$ cat src/common/mem_pkg.sv
`default_nettype none

// shared types for the memory subsystem
// both masters and the sram slave speak these widths
package mem_pkg;

	// byte address on the bus
	typedef logic [31:0] addr_t;

	// one data beat, a full 64-bit word
	typedef logic [63:0] data_t;

	// byte enables, bit i covers byte i of the beat
	typedef logic [7:0] strb_t;

	// response code on r and b channels
	typedef logic [1:0] resp_t;

	// normal completion
	localparam resp_t resp_okay = 2'b00;

	// slave error
	// used for any address outside the mapped window
	localparam resp_t resp_slverr = 2'b10;

	// bytes in one data beat
	localparam int bytes_per_word = 8;

	// low address bits dropped to get a word index
	localparam int word_shift = $clog2(bytes_per_word);

endpackage

`default_nettype wire
$ cat src/source/read_arbiter.sv
`timescale 1ns/1ns
`default_nettype none

// joins the fetch and load/store read channels onto the slave
// round-robin on ties with one read in flight
module read_arbiter (
	input  wire                 clk,
	input  wire                 rst,

	// fetch read channel
	input  wire                 if_arvalid,
	input  wire mem_pkg::addr_t if_araddr,
	output logic                if_arready,
	output logic                if_rvalid,
	output mem_pkg::data_t      if_rdata,
	output mem_pkg::resp_t      if_rresp,
	input  wire                 if_rready,

	// load/store read channel
	input  wire                 ls_arvalid,
	input  wire mem_pkg::addr_t ls_araddr,
	output logic                ls_arready,
	output logic                ls_rvalid,
	output mem_pkg::data_t      ls_rdata,
	output mem_pkg::resp_t      ls_rresp,
	input  wire                 ls_rready,

	// toward the slave
	output logic                s_arvalid,
	output mem_pkg::addr_t      s_araddr,
	input  wire                 s_arready,
	input  wire                 s_rvalid,
	input  wire mem_pkg::data_t s_rdata,
	input  wire mem_pkg::resp_t s_rresp,
	output logic                s_rready
);

	// a read is in flight
	logic busy;
	// last granted port where 1 means load/store
	// doubles as the owner while busy
	logic owner_ls;
	// this cycle's pick
	logic grant_ls;
	logic s_ar_hs;
	logic s_r_hs;

	// tie goes to whoever was not granted last
	// a single requester just wins
	always_comb begin
		if (if_arvalid && ls_arvalid) begin
			grant_ls = !owner_ls;
		end else begin
			grant_ls = ls_arvalid;
		end
	end

	// forward path is purely combinational
	assign s_arvalid = !busy && (if_arvalid || ls_arvalid);
	assign s_araddr  = grant_ls ? ls_araddr : if_araddr;

	// both ports see arready low while busy
	assign if_arready = !busy && s_arready && !grant_ls;
	assign ls_arready = !busy && s_arready && grant_ls;

	assign s_ar_hs = s_arvalid && s_arready;
	assign s_r_hs  = s_rvalid && s_rready;

	// owner tracking
	// reset leaves load/store as last grant
	// so fetch wins the first tie
	always_ff @(posedge clk) begin
		if (rst) begin
			busy     <= 1'b0;
			owner_ls <= 1'b1;
		end else if (s_ar_hs) begin
			busy     <= 1'b1;
			owner_ls <= grant_ls;
		end else if (s_r_hs) begin
			busy <= 1'b0;
		end
	end

	// return path
	// only the owner sees valid and payload
	assign if_rvalid = s_rvalid && busy && !owner_ls;
	assign ls_rvalid = s_rvalid && busy && owner_ls;
	assign if_rdata  = owner_ls ? '0 : s_rdata;
	assign ls_rdata  = owner_ls ? s_rdata : '0;
	assign if_rresp  = owner_ls ? '0 : s_rresp;
	assign ls_rresp  = owner_ls ? s_rresp : '0;

	// owner's rready drives the slave
	assign s_rready = busy && (owner_ls ? ls_rready : if_rready);

	// slave takes no new address while an owner is recorded
	a_one_grant: assert property (@(posedge clk) disable iff (rst)
		busy |-> !s_arready)
		else $error("slave ready for a second read while one is in flight");

	// slave never answers without a recorded owner
	a_owned_resp: assert property (@(posedge clk) disable iff (rst)
		s_rvalid |-> busy)
		else $error("read response with no owner");

endmodule

`default_nettype wire

$ cat config.mk
export PLATFORM = sky130hd
export DESIGN_NAME = read_arbiter
export DESIGN_NICKNAME = d
export VERILOG_FILES = /design/src/common/mem_pkg.sv /design/src/source/read_arbiter.sv
export SDC_FILE = /design/constraint.sdc
export NUM_CORES = 1
export LEC_CHECK = 0
export BUFFER_PORTS_ARGS = -buffer_cell sky130_fd_sc_hd__buf_2
export CORE_AREA = 2 2 119 121
export DETAILED_ROUTE_END_ITERATION = 8
export DIE_AREA = 0 0 121 123
export SETUP_SLACK_MARGIN = 0.2
export SLEW_MARGIN = 20
export SYNTH_ARGS = -nofsm -noshare
export SYNTH_HDL_FRONTEND = slang
export SYNTH_SLANG_ARGS = --single-unit
export TNS_END_PERCENT = 10
$ cat constraint.sdc
create_clock -name clk -period 1.6 [get_ports clk]
set_input_delay 0.24 -clock clk [delete_from_list [all_inputs] [get_ports clk]]
set_output_delay 0.24 -clock clk [all_outputs]
set_load 0.1 [all_outputs]
======== Word level (Yosys, flattened, before mapping) ========
Index checks and enable logic that the tools add are counted.
cells by class
  div/mod/pow operators ................... 0
  reduce and logical (&&, ||, !) cells .... 16
  multiplexer cells ....................... 9
  shift operators ......................... 0
  multiply operators ...................... 0
  $add $sub $neg .......................... 0
  magnitude comparators ................... 0
  bitwise operators ....................... 0
  eq/ne operators ......................... 0
operator list
  kind                 count
  $mux W64             2
  $mux W32             1
  $logic_and A1 B1 Y1  11
  $mux W1              4
  $mux W2              2
  $logic_not A1 Y1     3
  $reduce_bool A2 Y1   1
  $logic_or A1 B1 Y1   1
storage, ports and cells
  bits in registers ....................... 2
  memory bits (read-only) ................. 0
  memories ................................ 0
  bits of input ports ..................... 138
  RAM bits ................................ 0
  output and inout port bits .............. 170
  word-level logic and storage cells ...... 27
  latch bits .............................. 0

======== Logic depth before layout (Yosys ltp) ========
  word-level depth ........................ 5
  gate-level depth with buffers ........... 4
  depth with buffers taken out ............ 3

======== Worst setup path before layout ========
No wires, ideal clock.
  path type ............................... register to output
  start ................................... register owner_ls
  end ..................................... output if_rdata[11]
  stages on the path, launching flop included .. 4
  path slack .............................. -0.660 ns
  required time ........................... 1.360 ns
  arrival time ............................ 2.020 ns
  path buffers ............................ 2
  cells stage by stage .................... dfxtp_1 -> buf_4 -> clkbuf_1 -> nor2b_1
between the ends
  longest elaborated chain between the ends .. 1
ends and longest elaborated chain
  element                 RTL line            text
  from (decl)             read_arbiter.sv:42  logic owner_ls;
  from (signal assigned)  read_arbiter.sv:78  owner_ls <= grant_ls;
  $mux W64                read_arbiter.sv:88  assign if_rdata = owner_ls ? '0 : s_rdata;
  to (decl)               read_arbiter.sv:15  output mem_pkg::data_t if_rdata,
No other way between the ends.

======== Worst setup path in the final report ========
  start ................................... register owner_ls
  end ..................................... output s_araddr[30]
between the ends
  longest elaborated chain between the ends .. 3
ends and longest elaborated chain
  element           RTL line            text
  $logic_not A1 Y1  read_arbiter.sv:52  grant_ls = !owner_ls;
  $mux W1           read_arbiter.sv:51  if (if_arvalid && ls_arvalid) begin
  $mux W32          read_arbiter.sv:60  assign s_araddr = grant_ls ? ls_araddr : if_araddr;
  to (decl)         read_arbiter.sv:30  output mem_pkg::addr_t s_araddr,
No other way between the ends.

==> metrics <==
status=finished, violations left; failing checks=setup timing; fmax=0.5620 GHz; Final Skew=0.003641 ns; share of cells above drive strength 1=0.8955; RR Startpoint=owner_ls$_SDFFE_PP1P_; CP top delay family=multiplexers; clock-pin slew on the worst setup and hold paths=0.03 ns; H-tree Lvls=1; post-synth top area share=0.2842; CORE AREA=13,610 sq um; Die Ht=123 um; P_leak=0.002953 uW; hold path start=rst; Hold Crit Class=in2reg; Max Slew Vio Count=0; global route overflow=0; crit-path most repeated cell=buf_12; largest area contributor in the netlist=and2_1; maximum fanout along the worst path=17; First-pass DRT Iterations=4; CTS tree=built; Critical Path Start Type=flip-flop; max-cap viol count=0; antenna violations before repair=1; RePlAce Congestion=0.7746; mean post-synth cell area=7.227 sq um; cts bufs inserted=3; hold path depth=2; post-route worst setup slack=-0.1794 ns; final setup violation count=42; Comb pwr share=0.903; GR Util All Layers=0.1277; switching share of power=0.5883; Max stage delay cell, worst path=mux2_2; # hold bufs at CTS=0; Syn Inst Count=201; Reg power frac=0.013; most common cell after layout, fill and taps aside=buf_12; total length of routed wires=10,290 um; dpl cells=683; Final Core Density=0.4656; WHS Endpoint=busy$_SDFFE_PP0P_; clock root buffer=clkbuf_16; total inserted antenna cells=0; RSZ-0062 raised after global routing=true; fillcell total=1,200; Setup CP Type=reg2out; final hold vios=0; clock sinks=2; Critical Path Sink Type=output port; most frequent cells in the layout=buf_12 (177), buf_2 (137), nor2b_2 (36); clock latency on the worst-skew pair=0.23 ns; Slew @ Worst Pin=0.2181 ns; syn nets=339; starting DRC count in detailed routing=21; DR WL/cell=14.97 um; Routed Antenna Nets=0; number of synthesis warnings=0; PD cells=751.8 nW/um^2; period utilisation layout=1.112; Mapped Area=1453 sq um; r2r setup slk=0.42 ns; max incr delay on CP=0.38 ns; sequential element share of the synthesized area=0.02756; Layout Nets=646; row cnt=43; CP arrival=1.54 ns; Synth area leaders=and2_1 (28%), nor2b_1 (24%), mux2_2 (23%); worst reg2reg endpoint=busy$_SDFFE_PP0P_; buffer depth of the longest clock path=2; die width=121 um; reg2reg path depth=4; Worst Path Required=1.36 ns; IO Port Bufs=307; CP Cell Sequence=a21boi_4, buf_12, mux2_2, buf_12; post-CTS setup buffers=0; number of global-route vias before repair=2,729; Net Sw Power=2803 uW; Cell Count, Final, Fillers Out=687; HPWL Detailed=9149 um; DRC viols=0; first-pass GRT wire length=14,710 um; DR vias/cell=3.777; FF+latch count, synth=2; # IOs=308; synth unique cells=22; clock share of power=0.083; die area=14,880 sq um; area delta synth->final=336.3%; CP Buf/Inv Count=2; min cycle time layout=1.779 ns; Vias=2,595; maximum VDD drop=580.9 uV; largest net degree at the start of global routing=45; relative slew slack=0.8505; Initial Utilization=0.1067; Power Internal=1961 uW
timing repair:
action	in CTS	in global routing
pin swaps	1	1
gates resized for setup	89	15
endpoints found under the setup margin	153	166
synthesized netlist by cell type (all sizes together):
master   n
nand2b   1
o21a     1
dfxtp    2
nand2    1
o22ai    1
mux2    32
clkbuf  13
and3b    1
nand3b   1
nor2     5
nor3b    1
mux2i    1
and3     1
nor2b   55
a211o    1
and2    66
and2b   12
a21boi   1
buf      5
logic make-up after synthesis:
kind of cell,after synthesis,share of synthesized area
buf+inv,18,0.06546
flops,2,0.02756
mux,33,0.2549
simple gates,144,0.6236
compound gates,4,0.02843
final cells by class:
type / instances / area, sq um / area share
Timing Repair Buffer: 320 / 4300 / 0.6786
Sequential cell: 2 / 45.04 / 0.007108
Multi-Input combinational cell: 181 / 1688 / 0.2663
Tap cell: 180 / 225.2 / 0.03554
Clock buffer: 4 / 78.83 / 0.01244
routing by layer:
layer | global-route usage | up-vias | routed length, um
met4 | 0.03561 | 0 | 268
met3 | 0.03782 | 18 | 1081
met1 | 0.1162 | 1141 | 2972
met5 | 0 | - | 0
met2 | 0.2679 | 186 | 5962
li1 | - | 1250 | -
flip-flops by register name, indices dropped and copies added (netlist names):
name      flops
busy          1
owner_ls      1
power groups by stage:
stage               sequential, uW  clock [uW]  combinational [uW]
floorplan                     59.7           0                2560
CTS                           63.4         405                4310
detailed placement            64.0           0                4170
finish                        63.8         398                4300
global placement              64.1           0                4150
global route                  64.6         409                4410
how the worst max path moves through the flow:
stage	start	to	slack, ns	cells past startpoint
after floorplan	owner_ls$_SDFFE_PP1P_	if_rdata[33]	-0.22	3
after global placement	ls_arvalid	s_araddr[30]	0.05	5
after detailed placement	if_arvalid	s_araddr[27]	0.04	5
after CTS	owner_ls$_SDFFE_PP1P_	s_araddr[23]	-0.18	4
after global routing	owner_ls$_SDFFE_PP1P_	s_araddr[16]	-0.22	4
final	owner_ls$_SDFFE_PP1P_	s_araddr[30]	-0.18	4
through the flow:
stage / TNS (ns) / power [uW] / worst slack (ns) / instance area (sq um) / hold WS, ns
2_1_floorplan: -22.63 / 2624 / -0.2193 / 1684 / 0.3124
3_3_place_gp: 0 / 4214 / 0.04523 / 5923 / 0.4488
3_5_place_dp: 0 / 4234 / 0.04009 / 5923 / 0.4473
4_1_cts: -5.498 / 4777 / -0.1784 / 6300 / 0.2147
5_1_grt: -7.481 / 4881 / -0.2178 / 6337 / 0.2233
6_report: -5.148 / 4764 / -0.1794 / 6337 / 0.2112
Note: power is estimated with default switching activity, not from simulation.
